**config.mk**
```make
export PLATFORM = sky130hd
export DESIGN_NAME = uart_top
export DESIGN_NICKNAME = d
export VERILOG_FILES = /design/src/design/uart_pkg.sv /design/src/design/uart_top.sv /design/src/design/rx_holding.sv /design/src/design/uart_rx.sv /design/src/design/uart_tx.sv /design/src/design/baud_gen.sv
export SDC_FILE = /design/constraint.sdc
export NUM_CORES = 1
export LEC_CHECK = 0
export BUFFER_PORTS_ARGS = -buffer_cell sky130_fd_sc_hd__buf_2
export CAP_MARGIN = 20
export CORE_UTILIZATION = 60
export DETAILED_ROUTE_END_ITERATION = 8
export HOLD_SLACK_MARGIN = 0.15
export PLACE_DENSITY_LB_ADDON = 0.25
export SLEW_MARGIN = 15
export SYNTH_ARGS = -nofsm -noshare
export SYNTH_HDL_FRONTEND = slang
export SYNTH_SLANG_ARGS = --single-unit
```
**constraint.sdc**
```tcl
create_clock -name clk -period 7.32 [get_ports clk]
set_clock_uncertainty 0.15 [all_clocks]
set_input_delay 0.366 -clock clk [delete_from_list [all_inputs] [get_ports clk]]
set_output_delay 0.366 -clock clk [all_outputs]
set_load 0.005 [all_outputs]
```
**src/design/uart_pkg.sv**
```systemverilog
// ########################################
// Shared sizes, encodings and frame types
// for the UART core and its testbench
// ########################################
package uart_pkg;

    localparam int max_data_bits   = 9;
    localparam int samples_per_bit = 8;
    localparam int prescale_bits   = 16;
    localparam int tick_cnt_bits   = $clog2(samples_per_bit);
    localparam int bit_cnt_bits    = 4;

    localparam logic [tick_cnt_bits-1:0] last_tick = tick_cnt_bits'(samples_per_bit - 1);
    localparam logic [tick_cnt_bits-1:0] mid_tick  = tick_cnt_bits'(samples_per_bit / 2 - 1);

    typedef logic [max_data_bits-1:0] data_t;

    typedef enum logic [2:0] {
        parity_none   = 3'd0,
        parity_odd    = 3'd1,
        parity_even   = 3'd2,
        parity_stick0 = 3'd4,
        parity_stick1 = 3'd5
    } parity_e;

    // Bit position within a frame, common to transmitter and receiver
    typedef enum logic [2:0] {
        st_idle,
        st_start,
        st_data,
        st_parity,
        st_stop0,
        st_stop1
    } uart_state_e;

    typedef struct packed {
        logic [3:0] data_size;    // 5 to 9
        parity_e    parity;
        logic       two_stop;
    } frame_cfg_t;

    typedef struct packed {
        data_t data;              // Right aligned
        logic  parity_error;
        logic  frame_error;
    } rx_frame_t;

    // Keeps only the low size bits of a word
    function automatic data_t width_mask(logic [3:0] size);
        return ~({max_data_bits{1'b1}} << size);
    endfunction

    function automatic logic parity_used(parity_e p);
        return p inside {parity_odd, parity_even, parity_stick0, parity_stick1};
    endfunction

    // Expected parity bit for a masked data word
    function automatic logic parity_bit(data_t word, parity_e p);
        case (p)
            parity_odd:    return ~^word;
            parity_even:   return ^word;
            parity_stick1: return 1'b1;
            default:       return 1'b0;
        endcase
    endfunction

endpackage
```
**src/design/uart_top.sv**
```systemverilog
// ########################################
// UART core top, baud generator, TX, RX,
// holding register and loopback
// ########################################
`timescale 1ns/1ps

module uart_top (
    input  logic                               clk,
    input  logic                               resetn,
    input  logic                               enable,
    input  logic [uart_pkg::prescale_bits-1:0] prescaler,
    input  uart_pkg::frame_cfg_t               cfg,
    input  logic                               loopback,
    input  uart_pkg::data_t                    tx_data,
    input  logic                               tx_wr,
    output logic                               tx,
    output logic                               tx_busy,
    input  logic                               rx,
    input  logic                               rd,
    output uart_pkg::rx_frame_t                rx_word,
    output logic                               rx_valid,
    output logic                               overrun
);

    logic                tick;
    logic                rx_line;
    logic                rx_done;
    uart_pkg::rx_frame_t rx_frame;

    assign rx_line = loopback ? tx : rx;    // Internal wrap of the serial line

    baud_gen u_baud_gen (
        .clk       (clk),
        .resetn    (resetn),
        .enable    (enable),
        .prescaler (prescaler),
        .tick      (tick)
    );

    uart_tx u_uart_tx (
        .clk     (clk),
        .resetn  (resetn),
        .tick    (tick),
        .cfg     (cfg),
        .tx_data (tx_data),
        .tx_wr   (tx_wr),
        .tx      (tx),
        .tx_busy (tx_busy)
    );

    uart_rx u_uart_rx (
        .clk     (clk),
        .resetn  (resetn),
        .tick    (tick),
        .cfg     (cfg),
        .rx      (rx_line),
        .rx_done (rx_done),
        .frame   (rx_frame)
    );

    rx_holding u_rx_holding (
        .clk      (clk),
        .resetn   (resetn),
        .rx_done  (rx_done),
        .frame    (rx_frame),
        .rd       (rd),
        .rx_word  (rx_word),
        .rx_valid (rx_valid),
        .overrun  (overrun)
    );

endmodule

```
**src/design/rx_holding.sv**
```systemverilog
// ########################################
// One-entry receive buffer with overrun
// ########################################
`timescale 1ns/1ps

module rx_holding (
    input  logic                clk,
    input  logic                resetn,
    input  logic                rx_done,
    input  uart_pkg::rx_frame_t frame,
    input  logic                rd,
    output uart_pkg::rx_frame_t rx_word,
    output logic                rx_valid,
    output logic                overrun
);

    logic accept;

    assign accept = rx_done && (!rx_valid || rd);    // Read frees the slot this cycle

    always_ff @(posedge clk or negedge resetn) begin
        if (!resetn) begin
            rx_valid <= 1'b0;
            overrun  <= 1'b0;
        end else if (accept) begin
            rx_valid <= 1'b1;
            overrun  <= 1'b0;
        end else if (rx_done) begin
            overrun  <= 1'b1;    // New frame lost
        end else if (rd) begin
            rx_valid <= 1'b0;
            overrun  <= 1'b0;
        end
    end

    // Visible word is zero out of reset
    always_ff @(posedge clk or negedge resetn) begin
        if (!resetn) begin
            rx_word <= '0;
        end else if (accept) begin
            rx_word <= frame;
        end
    end

    a_overrun_needs_valid: assert property (
        @(posedge clk) disable iff (!resetn) overrun |-> rx_valid
    ) else $error("rx_holding: overrun without a held word");

endmodule

```
**src/design/uart_rx.sv**
```systemverilog
// ########################################
// Synchronizer and frame receiver, pulses
// rx_done with the checked word
// ########################################
`timescale 1ns/1ps

module uart_rx (
    input  logic                 clk,
    input  logic                 resetn,
    input  logic                 tick,
    input  uart_pkg::frame_cfg_t cfg,
    input  logic                 rx,
    output logic                 rx_done,
    output uart_pkg::rx_frame_t  frame
);

    logic                                rx_meta;
    logic                                rx_sync;
    uart_pkg::uart_state_e               state;
    logic [uart_pkg::tick_cnt_bits-1:0] tick_cnt;
    logic [uart_pkg::bit_cnt_bits-1:0]  bit_cnt;
    uart_pkg::data_t                     shift_reg;
    uart_pkg::data_t                     rx_data;
    logic                                par_err;
    logic                                stop_err;
    logic                                bit_end;
    logic                                start_mid;
    logic                                last_stop;

    // Two-flop synchronizer, idles high
    always_ff @(posedge clk or negedge resetn) begin
        if (!resetn) begin
            rx_meta <= 1'b1;
            rx_sync <= 1'b1;
        end else begin
            rx_meta <= rx;
            rx_sync <= rx_meta;
        end
    end

    assign bit_end   = tick && (tick_cnt == uart_pkg::last_tick);
    assign start_mid = tick && (tick_cnt == uart_pkg::mid_tick) && (state == uart_pkg::st_start);
    assign last_stop = (state == uart_pkg::st_stop1) ||
                       ((state == uart_pkg::st_stop0) && !cfg.two_stop);
    assign rx_data   = shift_reg >> (4'(uart_pkg::max_data_bits) - cfg.data_size);

    always_ff @(posedge clk or negedge resetn) begin
        if (!resetn) begin
            tick_cnt <= '0;
        end else if (state == uart_pkg::st_idle) begin
            tick_cnt <= '0;
        end else if (tick) begin
            tick_cnt <= (bit_end || start_mid) ? '0 : tick_cnt + 1'b1;
        end
    end

    always_ff @(posedge clk or negedge resetn) begin
        if (!resetn) begin
            state   <= uart_pkg::st_idle;
            bit_cnt <= '0;
        end else begin
            case (state)
                uart_pkg::st_idle: begin
                    if (tick && !rx_sync) begin
                        state <= uart_pkg::st_start;
                    end
                end
                uart_pkg::st_start: begin
                    if (start_mid) begin
                        bit_cnt <= '0;
                        state   <= rx_sync ? uart_pkg::st_idle : uart_pkg::st_data;    // Glitch
                    end
                end
                uart_pkg::st_data: begin
                    if (bit_end) begin
                        if (bit_cnt == cfg.data_size - 4'd1) begin
                            state <= uart_pkg::parity_used(cfg.parity) ?
                                     uart_pkg::st_parity : uart_pkg::st_stop0;
                        end else begin
                            bit_cnt <= bit_cnt + 1'b1;
                        end
                    end
                end
                uart_pkg::st_parity: begin
                    if (bit_end) begin
                        state <= uart_pkg::st_stop0;
                    end
                end
                uart_pkg::st_stop0: begin
                    if (bit_end) begin
                        state <= cfg.two_stop ? uart_pkg::st_stop1 : uart_pkg::st_idle;
                    end
                end
                default: begin
                    if (bit_end || (state != uart_pkg::st_stop1)) begin
                        state <= uart_pkg::st_idle;
                    end
                end
            endcase
        end
    end

    // LSB arrives first, so shift in from the top
    always_ff @(posedge clk) begin
        if ((state == uart_pkg::st_data) && bit_end) begin
            shift_reg <= {rx_sync, shift_reg[uart_pkg::max_data_bits-1:1]};
        end
    end

    always_ff @(posedge clk or negedge resetn) begin
        if (!resetn) begin
            par_err  <= 1'b0;
            stop_err <= 1'b0;
        end else if (state == uart_pkg::st_idle) begin
            par_err  <= 1'b0;
            stop_err <= 1'b0;
        end else if (bit_end) begin
            if ((state == uart_pkg::st_parity) &&
                (rx_sync != uart_pkg::parity_bit(rx_data, cfg.parity))) begin
                par_err <= 1'b1;
            end
            if (((state == uart_pkg::st_stop0) || (state == uart_pkg::st_stop1)) && !rx_sync) begin
                stop_err <= 1'b1;
            end
        end
    end

    assign rx_done            = bit_end && last_stop;
    assign frame.data         = rx_data;
    assign frame.parity_error = par_err;
    assign frame.frame_error  = stop_err | (rx_done & ~rx_sync);    // Last stop bit sampled now

    a_done_single: assert property (
        @(posedge clk) disable iff (!resetn) rx_done |=> !rx_done
    ) else $error("uart_rx: rx_done longer than one cycle");

endmodule

```
**src/design/uart_tx.sv**
```systemverilog
// ########################################
// Frame serializer, started by a write
// strobe while the line is idle
// ########################################
`timescale 1ns/1ps

module uart_tx (
    input  logic                 clk,
    input  logic                 resetn,
    input  logic                 tick,
    input  uart_pkg::frame_cfg_t cfg,
    input  uart_pkg::data_t      tx_data,
    input  logic                 tx_wr,
    output logic                 tx,
    output logic                 tx_busy
);

    uart_pkg::uart_state_e               state;
    logic [uart_pkg::tick_cnt_bits-1:0] tick_cnt;
    logic [uart_pkg::bit_cnt_bits-1:0]  bit_cnt;
    uart_pkg::data_t                     shift_reg;
    logic                                par_bit;
    uart_pkg::data_t                     masked;
    logic                                bit_end;
    logic                                load;

    assign masked  = tx_data & uart_pkg::width_mask(cfg.data_size);
    assign bit_end = tick && (tick_cnt == uart_pkg::last_tick);
    assign tx_busy = (state != uart_pkg::st_idle);
    assign load    = (state == uart_pkg::st_idle) && tx_wr;    // Writes while busy are dropped

    always_ff @(posedge clk or negedge resetn) begin
        if (!resetn) begin
            tick_cnt <= '0;
        end else if (state == uart_pkg::st_idle) begin
            tick_cnt <= '0;
        end else if (tick) begin
            tick_cnt <= bit_end ? '0 : tick_cnt + 1'b1;
        end
    end

    always_ff @(posedge clk or negedge resetn) begin
        if (!resetn) begin
            state   <= uart_pkg::st_idle;
            bit_cnt <= '0;
            tx      <= 1'b1;
        end else begin
            case (state)
                uart_pkg::st_idle: begin
                    if (load) begin
                        state <= uart_pkg::st_start;
                        tx    <= 1'b0;    // Start bit goes out with tx_busy
                    end
                end
                uart_pkg::st_start: begin
                    if (bit_end) begin
                        state   <= uart_pkg::st_data;
                        bit_cnt <= '0;
                        tx      <= shift_reg[0];
                    end
                end
                uart_pkg::st_data: begin
                    if (bit_end) begin
                        if (bit_cnt == cfg.data_size - 4'd1) begin
                            if (uart_pkg::parity_used(cfg.parity)) begin
                                state <= uart_pkg::st_parity;
                                tx    <= par_bit;
                            end else begin
                                state <= uart_pkg::st_stop0;
                                tx    <= 1'b1;
                            end
                        end else begin
                            bit_cnt <= bit_cnt + 1'b1;
                            tx      <= shift_reg[1];    // Next bit before the shift lands
                        end
                    end
                end
                uart_pkg::st_parity: begin
                    if (bit_end) begin
                        state <= uart_pkg::st_stop0;
                        tx    <= 1'b1;
                    end
                end
                uart_pkg::st_stop0: begin
                    if (bit_end) begin
                        state <= cfg.two_stop ? uart_pkg::st_stop1 : uart_pkg::st_idle;
                    end
                end
                uart_pkg::st_stop1: begin
                    if (bit_end) begin
                        state <= uart_pkg::st_idle;
                    end
                end
                default: begin
                    state <= uart_pkg::st_idle;
                    tx    <= 1'b1;
                end
            endcase
        end
    end

    // Word and parity captured once per frame
    always_ff @(posedge clk) begin
        if (load) begin
            shift_reg <= masked;
            par_bit   <= uart_pkg::parity_bit(masked, cfg.parity);
        end else if ((state == uart_pkg::st_data) && bit_end) begin
            shift_reg <= shift_reg >> 1;
        end
    end

    a_idle_line_high: assert property (
        @(posedge clk) disable iff (!resetn) !tx_busy |-> tx
    ) else $error("uart_tx: line low while idle");

endmodule

```
**src/design/baud_gen.sv**
```systemverilog
// ########################################
// Oversampling tick, one per prescaler+1
// clocks while enabled
// ########################################
`timescale 1ns/1ps

module baud_gen (
    input  logic                               clk,
    input  logic                               resetn,
    input  logic                               enable,
    input  logic [uart_pkg::prescale_bits-1:0] prescaler,
    output logic                               tick
);

    logic [uart_pkg::prescale_bits-1:0] count;
    logic                               wrap;

    assign wrap = (count >= prescaler);    // Also recovers from a lowered prescaler
    assign tick = enable && wrap;

    always_ff @(posedge clk or negedge resetn) begin
        if (!resetn) begin
            count <= '0;
        end else if (enable) begin
            count <= wrap ? '0 : count + 1'b1;
        end
    end

    // Counter restarts from zero after every tick
    a_tick_pulse: assert property (
        @(posedge clk) disable iff (!resetn) tick |=> !tick || (prescaler == '0)
    ) else $error("baud_gen: back-to-back ticks with a nonzero prescaler");

endmodule

```
# [Word-level counts from Yosys, hierarchy flattened]
# Index checks and enable logic that the tools add are counted.
# Widths: inputs -> output; s select.
[word_totals] wordCells=182 ramBits=0 rom_bits=0 n_memories=0 latchBits=0 in_bits=40 reg_bits=73 output_inout_bits=15
[classes] shift=2 n_addsub=7 n_lt_le_gt_ge=1 n_div=0 n_reduce_logical=50 mul=0 mux=59 n_bitwise=6 eq_ne=37
[ops] operator="$mux 3" count=22
[ops] operator="$eq 3x3->1 const B" count=8
[ops] operator="$mux 4" count=6
[ops] operator="$ne 2x1->1 const B" count=12
[ops] operator="$mux 1" count=20
[ops] operator="$eq 3x2->1 const B" count=6
[ops] operator="$mux 9" count=2
[ops] operator="$pmux 3 s6" count=1
[ops] operator="$reduce_bool 2->1" count=9
[ops] operator="$reduce_xnor 9->1" count=2
[ops] operator="$reduce_xor 9->1" count=2
[ops] operator="$add 16x1->16 const B" count=1
[ops] operator="$ge 16x16->1" count=1
[ops] operator="$mux 16" count=1
[ops] operator="$pmux 4 s2" count=2
[ops] operator="$pmux 3 s5" count=1
[ops] operator="$logic_and 1x1->1" count=14
[ops] operator="$reduce_and 7->1" count=2
[ops] operator="$and 9x9->9" count=1
[ops] operator="$eq 3x1->1 const B" count=3
[ops] operator="$not 9->9" count=1
[ops] operator="$shl 9x4->9 const A" count=1
[ops] operator="$shr 9x4->9" count=1
[ops] operator="$add 4x1->4 const B" count=2
[ops] operator="23 further kinds" count=41

# [Depth between registers and ports, before layout]
[logic_depth] depth_word=11 depth_mapped=14 depth_no_buf=12

# [Cells and area by module]
# From an unflattened synthesis, not the netlist that was laid out.
[hier_totals] cells_unflattened=536 hier_area_um2=5133.7
[modules_own_cells] mod="uart_rx" n_inst=1 seq_area_each_um2=623.1 area_per_inst_um2=1751.7 cells_each=195
[modules_own_cells] mod="uart_tx" n_inst=1 seq_area_each_um2=576.8 area_per_inst_um2=1515.2 cells_each=176
[modules_own_cells] mod="baud_gen" n_inst=1 seq_area_each_um2=400.4 area_per_inst_um2=1298.7 cells_each=134
[modules_own_cells] mod="rx_holding" n_inst=1 seq_area_each_um2=325.3 area_per_inst_um2=553.0 cells_each=30
[modules_own_cells] mod="uart_top" n_inst=1 seq_area_each_um2=0.0 area_per_inst_um2=15.0 cells_each=1

# [Worst setup path before layout]
# OpenSTA, ideal clock, no wires.
[synth_timing] path_kind="in2reg" from="input port cfg[5] in the netlist's numbering" to="register u_uart_rx.par_err" t_required_ns=7.066 setup_time_ns=0.104 arrival_ns=2.780 setup_slack_ns=4.287 n_path_buf=2 path_stages=14 cell_sequence="buf_6 -> buf_8 -> inv_1 -> ha_1 -> ha_1 -> nand2b_1 -> o32ai_1 -> a31o_2 -> xor2_1 -> xnor3_1 -> nor2_2 -> mux2i_1 -> nand4bb_1 -> o311ai_1"
[synth_via] elab_chain_cells=10 word_cells_on_any_way=11 cone_classes="add/sub: 1; eq/ne: 1; shift: 1; mux: 3; reduce/logical: 5"
[synth_lines] element="start, declared" line="uart_top.sv:12" source="input uart_pkg::frame_cfg_t cfg,"
[synth_lines] element="$sub 4x4->4 (*)" line="uart_rx.sv:45" source="assign rx_data = shift_reg >> (4'(uart_pkg::max_data_bits) - cfg.data_size);"
[synth_lines] element="$shr 9x4->9 (*)" line="uart_rx.sv:45"
[synth_lines] element="$reduce_xor 9->1 / $reduce_xnor 9->1 (equally long branches)" line="uart_pkg.sv:61, uart_pkg.sv:60"
[synth_lines] element="$pmux 1 s3 (*)" line="uart_pkg.sv:59" source="case (p)"
[synth_lines] element="$mux 1 (*)" line="uart_rx.sv:117" source="end else if (bit_end) begin"
[synth_lines] element="$mux 1 (*)" line="uart_rx.sv:114" source="end else if (state == uart_pkg::st_idle) begin"
[synth_lines] element="$ne 1x1->1 (*)" line="uart_rx.sv:119" source="(rx_sync != uart_pkg::parity_bit(rx_data, cfg.parity))) begin"
[synth_lines] element="$logic_and 1x1->1 (*)" line="uart_rx.sv:118" source="if ((state == uart_pkg::st_parity) &&"
[synth_lines] element="$reduce_bool 2->1 (no line) (*)"
[synth_lines] element="$reduce_and 2->1 (no line) (*)"
[synth_lines] element="end signal, assigned" line="uart_rx.sv:112" source="par_err <= 1'b0;"
[synth_lines] element="end signal, assigned" line="uart_rx.sv:115" source="par_err <= 1'b0;"
[synth_lines] element="end signal, assigned" line="uart_rx.sv:120" source="par_err <= 1'b1;"
[synth_lines] element="end, declared" line="uart_rx.sv:24" source="logic par_err;"
# Every way passes the cells marked *; elsewhere a longest branch is shown, timed or not. The select of a mux whose other input is x is not followed.
# A chain may end at the register's enable or synchronous reset.

# [Final worst setup path]
[layout_timing] from="register u_baud_gen.count[0] in the netlist's numbering" to="register, netlist name u_rx_holding.rx_word[7]"
[layout_via] elab_chain_cells=5
[layout_lines] element="start, declared" line="baud_gen.sv:15" source="logic [uart_pkg::prescale_bits-1:0] count;"
[layout_lines] element="start signal, assigned" line="baud_gen.sv:25" source="count <= wrap ? '0 : count + 1'b1;"
[layout_lines] element="$ge 16x16->1" line="baud_gen.sv:18" source="assign wrap = (count >= prescaler);"
[layout_lines] element="$logic_and 1x1->1" line="baud_gen.sv:19" source="assign tick = enable && wrap;"
[layout_lines] element="$logic_and 1x1->1" line="uart_rx.sv:41" source="assign bit_end = tick && (tick_cnt == uart_pkg::last_tick);"
[layout_lines] element="$logic_and 1x1->1" line="uart_rx.sv:128" source="assign rx_done = bit_end && last_stop;"
[layout_lines] element="$logic_and 1x1->1" line="rx_holding.sv:19" source="assign accept = rx_done && (!rx_valid || rd);"
# Every way passes these cells.

==> impl_metrics.py <==
metrics = {
    "pwr": {
        "leakage_nw": 2.53,
        "vdd_drop_max_mv": 0.130,
        "cellPowerDensity_nw_per_um2": 181,
    },
    "cells_and_area": {
        "top_register": "u_baud_gen.count",
        "largest_register_ffs": 16,
        "final_cell_mix": "54 x buf_2, 51 x nand2_1, 51 x dfrtp_1, 41 x nor2_1, 35 x inv_1",
        "synthToLayoutAreaGrowth_pct": 12.4,
        "n_fill_cell": 612,
        "layout.cells.non_filler": 651,
        "post-route-util_pct": 69.2,
        "final_common_cell": "buf_2",
        "antenna_cells": 0,
        "final_layout_size_suffix_gt1_share_pct": 16.8,
        "reg.largest.list": "u_baud_gen.count x16, u_rx_holding.rx_word x11",
        "layout.nets": 615,
    },
    "synthesis": {
        "yosys_warnings": 0,
        "synth_seq_area_share_pct": 40.7,
        "ys_types": 66,
        "synth_ff_type": "dfrtp_1",
        "synth_edf_count": 19,
        "syn_nets": 562,
        "synth_area_um2": 4730,
        "ys_ff_latch": 73,
        "async_flop_share_pct": 74.0,
        "syn_area_per_cell_um2": 9.64,
        "synth_cells": 491,
    },
    "detailed_routing": {
        "ant_nets": 0,
        "wl_um": 10300,
        "dr_total_vias": 3844,
        "wire_per_inst_um": 15.8,
        "dr.first_iter.drc_count": 222,
        "detailedRoute.firstPassIterationCount": 5,
        "via_per_inst": 5.90,
        "drc": 0,
    },
    "critical_path": {
        "path_class": "flip-flop to flip-flop",
        "worst_setup_path_end_kind": "flip-flop",
        "required_ns": 7.41,
        "cp_max_fo": 11,
        "arrival_ns": 3.63,
        "crit_path_start_kind": "flip-flop",
    },
    "clock_network": {
        "htreeDepth": 3,
        "cts_buffers": 9,
        "worstSkewPairLatency_ns": 0.35,
        "cts.path.max_buffers": 2,
        "cts_sinks": 73,
        "cts_tree": "built",
        "clk_pin_slew_ns": 0.09,
        "root_buffer": "clkbuf_8",
        "cts_setup_buffers": 0,
    },
    "die": {
        "die_y_um": 90.8,
        "die-area_um2": 8250,
        "core-area_um2": 7690,
        "die_x_um": 90.8,
        "pin_count": 55,
        "num_rows": 32,
        "start_util_pct": 61.6,
    },
    "flow_run": {
        "cap_violations": 0,
    },
    "status": {
        "outcome": "complete, no violations",
    },
    "placed_design": {
        "dp.cells": 631,
        "dp_hpwl_um": 7300,
        "place.gp.congestion": 0.841,
        "io_buffers": 54,
    },
    "sta": {
        "worstMarginPinSlew_ns": 1.12,
        "final.period_utilization_pct": 48.4,
        "setup_viol": 0,
        "slew_headroom_pct": 25.6,
        "whs_ns": 0.217,
        "final_max_slew_viol_count": 0,
        "finalHoldViolCount": 0,
        "setup-tns-final_ns": 0,
        "rsz0062_at_grt": "no",
        "layout_min_cycle_time_ns": 3.54,
        "max_freq_mhz": 282,
    },
    "global_routing": {
        "antenna_found_initial": 0,
        "grt_max_degree": 55,
        "grt_pass1_wl_um": 17000,
        "grt_pass1_vias": 3712,
        "overflow": 0,
        "grt_use_total_pct": 25.9,
    },
    "worst_hold_path": {
        "hp-class": "flip-flop to flip-flop",
    },
}
final cells by class:
type	instances	area, um2	share of cell area (%)
Timing Repair Buffer	62	340	6.40
Tap cell	102	128	2.40
Sequential cell	73	1930	36.2
Clock buffer	9	124	2.33
Clock inverter	7	103	1.93
Inverter	35	131	2.47
Multi-Input combinational cell	363	2570	48.3
what timing repair did:
item,in CTS,in global routing
resized for setup,0,0
hold buffers,4,0
endpoints found under the hold margin,54,0
where the power goes:
group	internal, mW	switching [mW]	total, mW
Combinational	0.0702	0.0758	0.146
Clock	0.196	0.171	0.366
Sequential	0.431	0.0206	0.452
Total	0.697	0.267	0.964
through the flow:
stage | setup WS, ns | power (mW) | cell area (um2)
2_1_floorplan | 4.29 | 0.560 | 4730
3_3_place_gp | 3.84 | 0.598 | 5050
3_5_place_dp | 3.73 | 0.603 | 5050
4_1_cts | 3.76 | 0.970 | 5320
5_1_grt | 3.54 | 1.01 | 5320
6_report | 3.78 | 0.964 | 5320
metal layers:
layer | vias to the layer above | track usage [%] | share of wire, %
met4 | 0 | 10.8 | 2.0
met3 | 18 | 4.04 | 4.7
met1 | 1853 | 33.3 | 44
met5 | - | 0 | 0
met2 | 118 | 43.8 | 50
li1 | 1855 | - | -
critical path, stage by stage (launching register included):
cell and delay [ns]:
dfrtp_1 0.37, inv_1 0.07, ha_1 0.26, nand2b_1 0.09, a21o_1 0.11, a31oi_1 0.08
o21ai_1 0.13, a221o_1 0.20, a221o_1 0.44, nand4b_1 0.23, a21oi_1 0.90, mux2_1 0.40
kinds of logic (layout without fill, tap and decap cells):
group | Yosys count | after routing | share of synthesized area (%)
XOR/XNOR | 37 | 37 | 7.43
buffers and inverters | 55 | 113 | 5.05
AO/OA/AOI/OAI | 97 | 97 | 13.7
adder cells (fa/ha/maj) | 31 | 31 | 8.19
flip-flops | 73 | 73 | 40.7
multiplexers | 31 | 31 | 7.66
AND/OR/NAND/NOR | 167 | 167 | 17.3
synthesized netlist by cell type, types with 4 or more instances:
master    number  area (um2)
a211oi_1       5        37.5
a21o_1         7        52.6
a21oi_1       21         105
a31oi_1        5        31.3
and3_1         5        31.3
and4_1         4        35.0
buf_2          5        25.0
clkbuf_1      12        45.0
dfrtp_1       51        1280
edfxtp_1      19         571
ha_1          31         388
inv_1         35         131
mux2_1        14         158
mux2_2         4        45.0
mux2i_1       10         100
nand2_1       51         191
nand2b_1      12        75.1
nand3_1       11        55.1
nand3b_1       4        30.0
nand4_1        4        25.0
nor2_1        41         154
nor2b_1        5        31.3
nor3_1        12        60.1
o21ai_0       23         115
o31ai_1        7        52.6
or4_1          4        30.0
xnor2_1       17         149
xor2_1        18         158
path summary, 6_finish.rpt:
| path | start | end | slack, ns | cells past startpoint |
|---|---|---|---|---|
| worst max-delay path | u_baud_gen.count[0] | u_rx_holding.rx_word[7] | 3.78 | 11 |
| worst min-delay path | u_uart_rx.rx_meta | u_uart_rx.rx_sync | 0.22 | 0 |
| worst max register to register | u_baud_gen.count[0] | u_rx_holding.rx_word[7] | 3.78 | 11 |
| worst min register to register | u_uart_rx.rx_meta | u_uart_rx.rx_sync | 0.22 | 0 |
| max in group asynchronous | resetn | u_baud_gen.count[14] | 6.04 | 3 |
| min in group asynchronous | resetn | u_uart_tx.tick_cnt[1] | 0.53 | 3 |
(Power assumes the default switching activity.)
